===== config.mk =====
export PLATFORM = sky130hd
export DESIGN_NAME = fpu_apb_top
export DESIGN_NICKNAME = d
export VERILOG_FILES = /design/src/design/fpu_pkg.sv /design/src/design/fp_adder_subtractor.sv /design/src/design/fpu_exec.sv /design/src/design/fpu_apb_regs.sv /design/src/design/fpu_apb_top.sv
export VERILOG_INCLUDE_DIRS = /design/src /design/src/include
export SDC_FILE = /design/constraint.sdc
export NUM_CORES = 1
export LEC_CHECK = 0
export ABC_AREA = 1
export BUFFER_PORTS_ARGS = -buffer_cell sky130_fd_sc_hd__buf_2
export CAP_MARGIN = 25
export CELL_PAD_IN_SITES_DETAIL_PLACEMENT = 0
export CELL_PAD_IN_SITES_GLOBAL_PLACEMENT = 1
export CORE_UTILIZATION = 35
export DETAILED_ROUTE_END_ITERATION = 8
export PLACE_DENSITY_LB_ADDON = 0.1
export SYNTH_ARGS = -nofsm -noshare
export SYNTH_HDL_FRONTEND = slang
export SYNTH_SLANG_ARGS = --single-unit
export TNS_END_PERCENT = 10

===== constraint.sdc =====
create_clock -name clk -period 24.3 [get_ports clk]
set_input_delay 7.29 -clock clk [delete_from_list [all_inputs] [get_ports clk]]
set_output_delay 7.29 -clock clk [all_outputs]
set_load 0.01 [all_outputs]

===== src/include/fpu_consts.svh =====
`ifndef FPU_CONSTS_SVH
`define FPU_CONSTS_SVH

// APB register map, byte addresses on a 5-bit paddr
`define FPU_ADDR_OPA      5'h00
`define FPU_ADDR_OPB      5'h04
`define FPU_ADDR_CTRL     5'h08
`define FPU_ADDR_RESULT   5'h0C
`define FPU_ADDR_STATUS   5'h10

// CTRL fields
`define FPU_CTRL_GO_BIT   0
`define FPU_CTRL_OP_BIT   1

// STATUS fields, all write-1-to-clear
`define FPU_STAT_DONE_BIT 0
`define FPU_STAT_OVF_BIT  1
`define FPU_STAT_UNF_BIT  2
`define FPU_STAT_NAN_BIT  3

// canonical quiet NaN for every invalid result
`define FPU_QNAN          32'h7FFF_FFFF
`define FPU_EXP_MAX       8'hFF

`endif


===== src/design/fpu_pkg.sv =====
package fpu_pkg;

    // operation select, taken from the CTRL op bit
    typedef enum logic {
        FP_ADD = 1'b0,
        FP_SUB = 1'b1
    } fp_op_e;

    // decoded APB register
    typedef enum logic [2:0] {
        REG_OPA    = 3'd0,
        REG_OPB    = 3'd1,
        REG_CTRL   = 3'd2,
        REG_RESULT = 3'd3,
        REG_STATUS = 3'd4,
        REG_NONE   = 3'd7
    } reg_sel_e;

endpackage


===== src/design/fp_adder_subtractor.sv =====
`timescale 1ns/1ns
`include "fpu_consts.svh"

module fp_adder_subtractor (
    input  logic [31:0]     operand1,
    input  logic [31:0]     operand2,
    input  fpu_pkg::fp_op_e operation,
    output logic [31:0]     result,
    output logic            overflow,
    output logic            underflow,
    output logic            invalid
);

    logic        sign_a;
    logic        sign_b;
    logic [7:0]  exp_a;
    logic [7:0]  exp_b;
    logic        nan_a;
    logic        nan_b;
    logic        inf_a;
    logic        inf_b;
    logic        zero_a;
    logic        zero_b;
    logic        any_normal;
    logic        a_is_big;
    logic [30:0] big_mag;
    logic [30:0] small_mag;
    logic        big_sign;
    logic        eff_sub;
    logic [7:0]  big_exp;
    logic [7:0]  small_exp;
    logic [23:0] big_sig;
    logic [23:0] small_sig;
    logic [7:0]  exp_diff;
    logic [23:0] small_sh;
    logic [24:0] sum;
    logic [4:0]  lz;
    logic [8:0]  exp_up;
    logic [23:0] norm_sig;
    logic [23:0] sub_sig;

    function automatic logic [4:0] lzc24(input logic [23:0] v);
        logic [4:0] n;
        logic       hit;
        n   = 5'd0;
        hit = 1'b0;
        for (int i = 23; i >= 0; i--) begin
            if (!hit && !v[i]) begin
                n = n + 5'd1;
            end else begin
                hit = 1'b1;
            end
        end
        return n;
    endfunction

    // sub flips the sign of operand2 so the rest only ever adds
    assign sign_a = operand1[31];
    assign sign_b = operand2[31] ^ (operation == fpu_pkg::FP_SUB);
    assign exp_a  = operand1[30:23];
    assign exp_b  = operand2[30:23];

    assign nan_a  = (exp_a == `FPU_EXP_MAX) && (operand1[22:0] != 23'd0);
    assign nan_b  = (exp_b == `FPU_EXP_MAX) && (operand2[22:0] != 23'd0);
    assign inf_a  = (exp_a == `FPU_EXP_MAX) && (operand1[22:0] == 23'd0);
    assign inf_b  = (exp_b == `FPU_EXP_MAX) && (operand2[22:0] == 23'd0);
    assign zero_a = (operand1[30:0] == 31'd0);
    assign zero_b = (operand2[30:0] == 31'd0);
    assign any_normal = (exp_a != 8'd0) || (exp_b != 8'd0);

    // magnitude order, so the difference below never goes negative
    assign a_is_big  = (operand1[30:0] >= operand2[30:0]);
    assign big_mag   = a_is_big ? operand1[30:0] : operand2[30:0];
    assign small_mag = a_is_big ? operand2[30:0] : operand1[30:0];
    assign big_sign  = a_is_big ? sign_a : sign_b;
    assign eff_sub   = sign_a ^ sign_b;

    // subnormals sit at exponent 1 without the hidden bit
    assign big_exp   = (big_mag[30:23] == 8'd0) ? 8'd1 : big_mag[30:23];
    assign small_exp = (small_mag[30:23] == 8'd0) ? 8'd1 : small_mag[30:23];
    assign big_sig   = {big_mag[30:23] != 8'd0, big_mag[22:0]};
    assign small_sig = {small_mag[30:23] != 8'd0, small_mag[22:0]};

    assign exp_diff = big_exp - small_exp;
    assign small_sh = small_sig >> exp_diff;
    assign sum      = eff_sub ? ({1'b0, big_sig} - {1'b0, small_sh})
                              : ({1'b0, big_sig} + {1'b0, small_sh});

    assign lz       = lzc24(sum[23:0]);
    assign exp_up   = {1'b0, big_exp} + 9'd1;
    assign norm_sig = sum[23:0] << lz;
    // shift only as far as exponent 1 allows
    assign sub_sig  = sum[23:0] << (big_exp - 8'd1);

    always_comb begin
        result    = 32'd0;
        overflow  = 1'b0;
        underflow = 1'b0;
        invalid   = 1'b0;
        if (nan_a || nan_b) begin
            result  = `FPU_QNAN;
            invalid = 1'b1;
        end else if (inf_a && inf_b && eff_sub) begin
            result  = `FPU_QNAN;
            invalid = 1'b1;
        end else if (inf_a) begin
            result = {sign_a, `FPU_EXP_MAX, 23'd0};
        end else if (inf_b) begin
            result = {sign_b, `FPU_EXP_MAX, 23'd0};
        end else if (zero_a && zero_b) begin
            result = {sign_a & sign_b, 31'd0};
        end else if (zero_a) begin
            result = {sign_b, operand2[30:0]};
        end else if (zero_b) begin
            result = operand1;
        end else if (exp_diff > 8'd23) begin
            // smaller operand lost entirely in the alignment shift
            result = {big_sign, big_mag};
        end else if (sum == 25'd0) begin
            result = 32'd0;
        end else if (sum[24]) begin
            if (exp_up > 9'd254) begin
                overflow = 1'b1;
                result   = {big_sign, `FPU_EXP_MAX, 23'd0};
            end else begin
                result = {big_sign, exp_up[7:0], sum[23:1]};
            end
        end else if ({3'd0, lz} < big_exp) begin
            result = {big_sign, big_exp - {3'd0, lz}, norm_sig[22:0]};
        end else begin
            result    = {big_sign, 8'd0, sub_sig[22:0]};
            underflow = any_normal;
        end
    end

    // every NaN leaving the core is the canonical one
    a_qnan_only: assert final (!((result[30:23] == `FPU_EXP_MAX) && (result[22:0] != 23'd0))
                               || (result == `FPU_QNAN));

endmodule


===== src/design/fpu_exec.sv =====
`timescale 1ns/1ns
`include "fpu_consts.svh"

module fpu_exec (
    input  logic            clk,
    input  logic            arst_n,
    input  logic            start,
    input  logic [31:0]     op_a,
    input  logic [31:0]     op_b,
    input  fpu_pkg::fp_op_e op,
    input  logic [3:0]      clr_flags,
    output logic            busy,
    output logic            done,
    output logic [31:0]     result,
    output logic            ovf_flag,
    output logic            unf_flag,
    output logic            nan_flag
);

    logic            s1_valid;
    logic [31:0]     s1_a;
    logic [31:0]     s1_b;
    fpu_pkg::fp_op_e s1_op;
    logic [31:0]     core_result;
    logic            core_ovf;
    logic            core_unf;
    logic            core_nan;

    always_ff @(posedge clk or negedge arst_n) begin
        if (!arst_n) begin
            s1_valid <= 1'b0;
        end else begin
            s1_valid <= start;
        end
    end

    // stage 1 operands feed the core directly
    always_ff @(posedge clk or negedge arst_n) begin
        if (!arst_n) begin
            s1_a  <= 32'd0;
            s1_b  <= 32'd0;
            s1_op <= fpu_pkg::FP_ADD;
        end else if (start) begin
            s1_a  <= op_a;
            s1_b  <= op_b;
            s1_op <= op;
        end
    end

    fp_adder_subtractor core (
        .operand1  (s1_a),
        .operand2  (s1_b),
        .operation (s1_op),
        .result    (core_result),
        .overflow  (core_ovf),
        .underflow (core_unf),
        .invalid   (core_nan)
    );

    // stage 2, flags accumulate until software clears them
    always_ff @(posedge clk or negedge arst_n) begin
        if (!arst_n) begin
            result   <= 32'd0;
            done     <= 1'b0;
            ovf_flag <= 1'b0;
            unf_flag <= 1'b0;
            nan_flag <= 1'b0;
        end else begin
            if (s1_valid) begin
                result <= core_result;
                done   <= 1'b1;
            end else if (start || clr_flags[`FPU_STAT_DONE_BIT]) begin
                done <= 1'b0;
            end
            ovf_flag <= (ovf_flag && !clr_flags[`FPU_STAT_OVF_BIT]) || (s1_valid && core_ovf);
            unf_flag <= (unf_flag && !clr_flags[`FPU_STAT_UNF_BIT]) || (s1_valid && core_unf);
            nan_flag <= (nan_flag && !clr_flags[`FPU_STAT_NAN_BIT]) || (s1_valid && core_nan);
        end
    end

    assign busy = start || s1_valid;

    a_no_start_busy: assert property (@(posedge clk) disable iff (!arst_n)
        start |-> !$past(busy));
    a_done_latency: assert property (@(posedge clk) disable iff (!arst_n)
        start |-> ##2 $rose(done));

endmodule


===== src/design/fpu_apb_regs.sv =====
`timescale 1ns/1ns
`include "fpu_consts.svh"

module fpu_apb_regs (
    input  logic            clk,
    input  logic            arst_n,
    input  logic            psel,
    input  logic            penable,
    input  logic            pwrite,
    input  logic [4:0]      paddr,
    input  logic [31:0]     pwdata,
    output logic [31:0]     prdata,
    output logic            pready,
    output logic            pslverr,
    output logic [31:0]     op_a,
    output logic [31:0]     op_b,
    output fpu_pkg::fp_op_e op,
    output logic            start,
    output logic [3:0]      clr_flags,
    input  logic            busy,
    input  logic            done,
    input  logic [31:0]     result,
    input  logic            ovf_flag,
    input  logic            unf_flag,
    input  logic            nan_flag
);

    fpu_pkg::reg_sel_e sel;
    logic              access;
    logic              go_req;
    logic              bad_access;
    logic              wr_en;
    logic [31:0]       ctrl_rd;
    logic [31:0]       status_rd;

    always_comb begin
        case (paddr)
            `FPU_ADDR_OPA:    sel = fpu_pkg::REG_OPA;
            `FPU_ADDR_OPB:    sel = fpu_pkg::REG_OPB;
            `FPU_ADDR_CTRL:   sel = fpu_pkg::REG_CTRL;
            `FPU_ADDR_RESULT: sel = fpu_pkg::REG_RESULT;
            `FPU_ADDR_STATUS: sel = fpu_pkg::REG_STATUS;
            default:          sel = fpu_pkg::REG_NONE;
        endcase
    end

    assign access = psel && penable;
    assign go_req = pwrite && (sel == fpu_pkg::REG_CTRL) && pwdata[`FPU_CTRL_GO_BIT];

    // unmapped, write to read-only RESULT, or go while an op is in flight
    assign bad_access = (sel == fpu_pkg::REG_NONE)
                     || (pwrite && (sel == fpu_pkg::REG_RESULT))
                     || (go_req && busy);

    // zero wait states
    assign pready  = 1'b1;
    assign pslverr = access && bad_access;
    assign wr_en   = access && pwrite && !bad_access;

    // W1C pulses land on the same edge as the write
    assign clr_flags = (wr_en && (sel == fpu_pkg::REG_STATUS)) ? pwdata[3:0] : 4'd0;

    always_ff @(posedge clk or negedge arst_n) begin
        if (!arst_n) begin
            op_a  <= 32'd0;
            op_b  <= 32'd0;
            op    <= fpu_pkg::FP_ADD;
            start <= 1'b0;
        end else begin
            start <= wr_en && go_req;
            if (wr_en && (sel == fpu_pkg::REG_OPA)) begin
                op_a <= pwdata;
            end
            if (wr_en && (sel == fpu_pkg::REG_OPB)) begin
                op_b <= pwdata;
            end
            if (wr_en && (sel == fpu_pkg::REG_CTRL)) begin
                op <= fpu_pkg::fp_op_e'(pwdata[`FPU_CTRL_OP_BIT]);
            end
        end
    end

    always_comb begin
        ctrl_rd                              = 32'd0;
        ctrl_rd[`FPU_CTRL_OP_BIT]            = op;
        status_rd                            = 32'd0;
        status_rd[`FPU_STAT_DONE_BIT]        = done;
        status_rd[`FPU_STAT_OVF_BIT]         = ovf_flag;
        status_rd[`FPU_STAT_UNF_BIT]         = unf_flag;
        status_rd[`FPU_STAT_NAN_BIT]         = nan_flag;
    end

    always_comb begin
        case (sel)
            fpu_pkg::REG_OPA:    prdata = op_a;
            fpu_pkg::REG_OPB:    prdata = op_b;
            fpu_pkg::REG_CTRL:   prdata = ctrl_rd;
            fpu_pkg::REG_RESULT: prdata = result;
            fpu_pkg::REG_STATUS: prdata = status_rd;
            default:             prdata = 32'd0;
        endcase
    end

    // master side of the APB handshake
    a_penable_psel: assert property (@(posedge clk) disable iff (!arst_n)
        penable |-> psel);
    a_paddr_stable: assert property (@(posedge clk) disable iff (!arst_n)
        (psel && !penable) ##1 penable |-> $stable(paddr));

endmodule


===== src/design/fpu_apb_top.sv =====
`timescale 1ns/1ns

module fpu_apb_top (
    input  logic        clk,
    input  logic        arst_n,
    input  logic        psel,
    input  logic        penable,
    input  logic        pwrite,
    input  logic [4:0]  paddr,
    input  logic [31:0] pwdata,
    output logic [31:0] prdata,
    output logic        pready,
    output logic        pslverr
);

    logic [31:0]     op_a;
    logic [31:0]     op_b;
    fpu_pkg::fp_op_e op;
    logic            start;
    logic [3:0]      clr_flags;
    logic            busy;
    logic            done;
    logic [31:0]     result;
    logic            ovf_flag;
    logic            unf_flag;
    logic            nan_flag;

    fpu_apb_regs regs (
        .clk       (clk),
        .arst_n    (arst_n),
        .psel      (psel),
        .penable   (penable),
        .pwrite    (pwrite),
        .paddr     (paddr),
        .pwdata    (pwdata),
        .prdata    (prdata),
        .pready    (pready),
        .pslverr   (pslverr),
        .op_a      (op_a),
        .op_b      (op_b),
        .op        (op),
        .start     (start),
        .clr_flags (clr_flags),
        .busy      (busy),
        .done      (done),
        .result    (result),
        .ovf_flag  (ovf_flag),
        .unf_flag  (unf_flag),
        .nan_flag  (nan_flag)
    );

    fpu_exec exec (
        .clk       (clk),
        .arst_n    (arst_n),
        .start     (start),
        .op_a      (op_a),
        .op_b      (op_b),
        .op        (op),
        .clr_flags (clr_flags),
        .busy      (busy),
        .done      (done),
        .result    (result),
        .ovf_flag  (ovf_flag),
        .unf_flag  (unf_flag),
        .nan_flag  (nan_flag)
    );

endmodule


==> qor_table.md <==
| Quantity | This run |
|:---|:---|
| Total of warnings raised by yosys | 0 |
| Achievable clock frequency | 45.2 MHz |
| Sequential cell area fraction in the yosys report | 23.8% |
| Crit Reg-Reg Endpoint | exec.result[13]$_DFFE_PN0P_ |
| Iter 0 DRT Violations | 1523 |
| Most common library cell in the layout ignoring fill and taps | sky130_fd_sc_hd__nand2_1 |
| Clock root cell | sky130_fd_sc_hd__clkbuf_16 |
| GRT Overall Usage | 25.7% |
| Nature of the critical path startpoint | register |
| Final wirelength | 65.1 mm |
| Initial Util | 35.8% |
| Final min period | 22.14 ns |
| Type of the setup path with the least slack | reg -> reg |
| Core Region | 49400 sq um |
| Slew at the pin with the worst max-slew slack | 0.990 ns |
| Most frequent cells in the layout | sky130_fd_sc_hd__nand2_1, sky130_fd_sc_hd__inv_1, sky130_fd_sc_hd__o21ai_0 |
| End point of the critical path | exec.result[13]$_DFFE_PN0P_ |
| Share of the clock period used by the worst path after layout | 91.1% |
| Primary FF master, synth | sky130_fd_sc_hd__dfrtp_1 |
| Number of diodes | 0 |
| Average instance area after synthesis | 6.07 sq um |
| Library cell appearing most often on the critical path | sky130_fd_sc_hd__nand2_1 |
| Result of the run | finished clean |
| Global route total overflow | 0 |
| Worst min-delay path category | reg -> reg |
| Maximum number of pins on one net before global-route repair | 103 |
| Number of setup violations in the final report | 0 |
| Worst reg2reg path startpoint | exec.s1_a[28]$_DFFE_PN0P_ |
| Final worst setup slack | 2.16 ns |
| Bufs on Longest Clock Path | 2 |
| Pre-antenna DRT Iters | 6 |
| Area leader, netlist | sky130_fd_sc_hd__dfrtp_1 |
| Final number of hold-violating endpoints | 0 |
| Mapped Cells | 2909 |
| Vias after detailed routing | 19000 |
| Post-route cell area | 19400 sq um |
| Yosys cell types | 61 |
| Final RePlAce weighted congestion | 0.936 |
| Final Max Slew Viols | 0 |
| CTS tree | yes |
| DRT antenna net count | 0 |
| Half-perimeter wire length after placement | 51.3 mm |
| Crit path max-delay cell type | sky130_fd_sc_hd__dfrtp_1 |
| Worst setup slack before clock tree synthesis | 0.863 ns |
| Max-slew headroom at the worst pin | 33.3% |
| Count of flip-flops with a built-in enable after synthesis | 0 |
| Area of the die | 51300 sq um |
| Standard-cell row count | 81 |
| Post-synthesis sequential element count | 168 |
| Peak fanout along the critical path | 93 |
| Number of clock sinks | 168 |
| Boundary Pins | 76 |
| Placed Cells incl. Taps | 3556 |
| Wire length per cell | 18.1 um |
| Later-pin clock latency in the skew report | 0.45 ns |
| CTS hold repair buffers | 0 |
| Required time at the endpoint of the critical path | 24.69 ns |
| Number of global-route vias before repair | 17900 |
| Fraction of layout cells with a size suffix above 1 | 8.53% |
| DRC | 0 |
| Worst Clk Skew | 0.0109 ns |
| Net count of the mapped netlist | 3049 |
| Setup slack of the worst register-to-register path | 2.16 ns |
| Area fraction of the dominant cell type after synthesis | 23.8% |
| Launch point of the critical path | exec.s1_a[28]$_DFFE_PN0P_ |
| Share of flip-flops with an asynchronous set or reset | 100% |
| Synth Cell Area | 17700 sq um |
| Number of input and output port buffers inserted | 74 |
| Endpoint type of the worst setup path | register |
| Clock transition at path regs | 0.07 ns |
| Height of the die | 227 um |
| Layout area overhead | 9.98% |
| Global-route wire length before repair | 102 mm |
| Die Width | 227 um |
| Worst EP arrival | 22.53 ns |
| Initial antenna violation count | 0 |
| Cell types with the largest area share after synthesis | sky130_fd_sc_hd__dfrtp_1, sky130_fd_sc_hd__nand2_1, sky130_fd_sc_hd__inv_1, sky130_fd_sc_hd__o21ai_0, sky130_fd_sc_hd__nand3_1 |
| Reg2Reg Depth | 138 |
| CTS H-tree lvls | 4 |
| Non-filler cells, final | 3594 |
| Largest stage delay on the critical path | 0.52 ns |
| Final-stage net count | 3057 |
| Reported max-cap violation count | 0 |
| Post-placement cell area | 18600 sq um |
| Routed vias/inst | 5.30 |
| Fill count | 5495 |
| Number of clock buffers inserted by TritonCTS | 17 |
[synthesized netlist by cell type, types with 36 or more instances]
library cell               instances
sky130_fd_sc_hd__o21ai_1          39
sky130_fd_sc_hd__o21ai_0         268
sky130_fd_sc_hd__clkbuf_1         94
sky130_fd_sc_hd__nand4_1          44
sky130_fd_sc_hd__xor2_1           36
sky130_fd_sc_hd__nand3_1         255
sky130_fd_sc_hd__nor2_1          143
sky130_fd_sc_hd__ha_1             96
sky130_fd_sc_hd__a21oi_1         137
sky130_fd_sc_hd__inv_1           387
sky130_fd_sc_hd__nand2_1         945
sky130_fd_sc_hd__dfrtp_1         168
[per-stage QoR]
step / utilization [%] / hold slack [ns] / setup TNS, ns
after floorplan: - / 0.425 / 0
after global routing: 39.3 / 0.508 / -0.0348
after global placement: 37.7 / 0.465 / 0
after CTS: 39.0 / 0.486 / 0
final: 39.3 / 0.483 / 0
after detailed placement: 37.8 / 0.466 / 0
[area by class of cell]
class / count / area [sq um] / area share, %
clock buffer: 18 / 429 / 2.21
clock inverter: 14 / 184 / 0.947
inverter: 413 / 1570 / 8.08
multi-input combinational: 2209 / 11500 / 59.2
sequential: 168 / 4210 / 21.7
tap: 664 / 831 / 4.28
timing repair buffer: 107 / 692 / 3.56
timing repair inverter: 1 / 7.51 / 0.0387
[cells by family after synthesis]
| logic type | after synthesis | synth area share, % |
|---|---|---|
| flops | 168 | 23.8 |
| simple gates | 1510 | 37.4 |
| buf+inv | 533 | 11.8 |
| mux | 1 | 0.0567 |
| xor+xnor | 54 | 2.68 |
| other cells | 1 | 0.0212 |
| fa+ha+maj | 98 | 7.03 |
| compound gates | 544 | 17.2 |
[registers in the layout (all words and copies together), names as in the netlist]
signal	count
exec.unf_flag	1
exec.s1_b	32
exec.nan_flag	1
regs.start	1
exec.result	32
regs.op_a	32
exec.s1_valid	1
exec.s1_op	1
exec.done	1
regs.op_b	32
exec.ovf_flag	1
exec.s1_a	32
regs.op	1
[routing by layer]
layer  up-vias  global-route usage (%)  wire [um]
met1      8967                    37.6      31700
li1       9500                       -          -
met2       512                    40.7      29500
met3        56                    2.33       3000
met5         -                       0          0
met4         0                    5.17        914
[critical path, delay by kind of cell, from the launching register on]
| kind | cells | cell delay [ns] |
|---|---|---|
| buf+inv | 25 | 2.35 |
| fa+ha+maj | 22 | 6.04 |
| simple gates | 67 | 9.03 |
| xor+xnor | 2 | 0.33 |
| flops | 1 | 0.52 |
| compound gates | 21 | 3.61 |
| mux | 1 | 0.12 |
[worst min-delay path by stage]
| stage | startpoint | cells after the start | to | slack (ns) |
|---|---|---|---|---|
| finish | regs.op_b[26]$_DFFE_PN0P_ | 2 | exec.s1_b[26]$_DFFE_PN0P_ | 0.48 |
| detailed placement | regs.op_a[30]$_DFFE_PN0P_ | 2 | exec.s1_a[30]$_DFFE_PN0P_ | 0.47 |
| CTS | regs.op_a[30]$_DFFE_PN0P_ | 2 | exec.s1_a[30]$_DFFE_PN0P_ | 0.49 |
| floorplan | regs.start$_DFF_PN0_ | 0 | exec.s1_valid$_DFF_PN0_ | 0.43 |
| global placement | regs.op_a[30]$_DFFE_PN0P_ | 2 | exec.s1_a[30]$_DFFE_PN0P_ | 0.46 |
| global route | regs.op_a[7]$_DFFE_PN0P_ | 2 | exec.s1_a[7]$_DFFE_PN0P_ | 0.51 |
[repair_timing]
item                       4_1_cts  5_1_grt
resized for setup                0       22
buffers inserted                 0        3
setup endpoints to repair        0       23
Power is left out: the tool's default activity adds up to more than one toggle a clock period on the data nets, which glitch-free logic cannot reach.
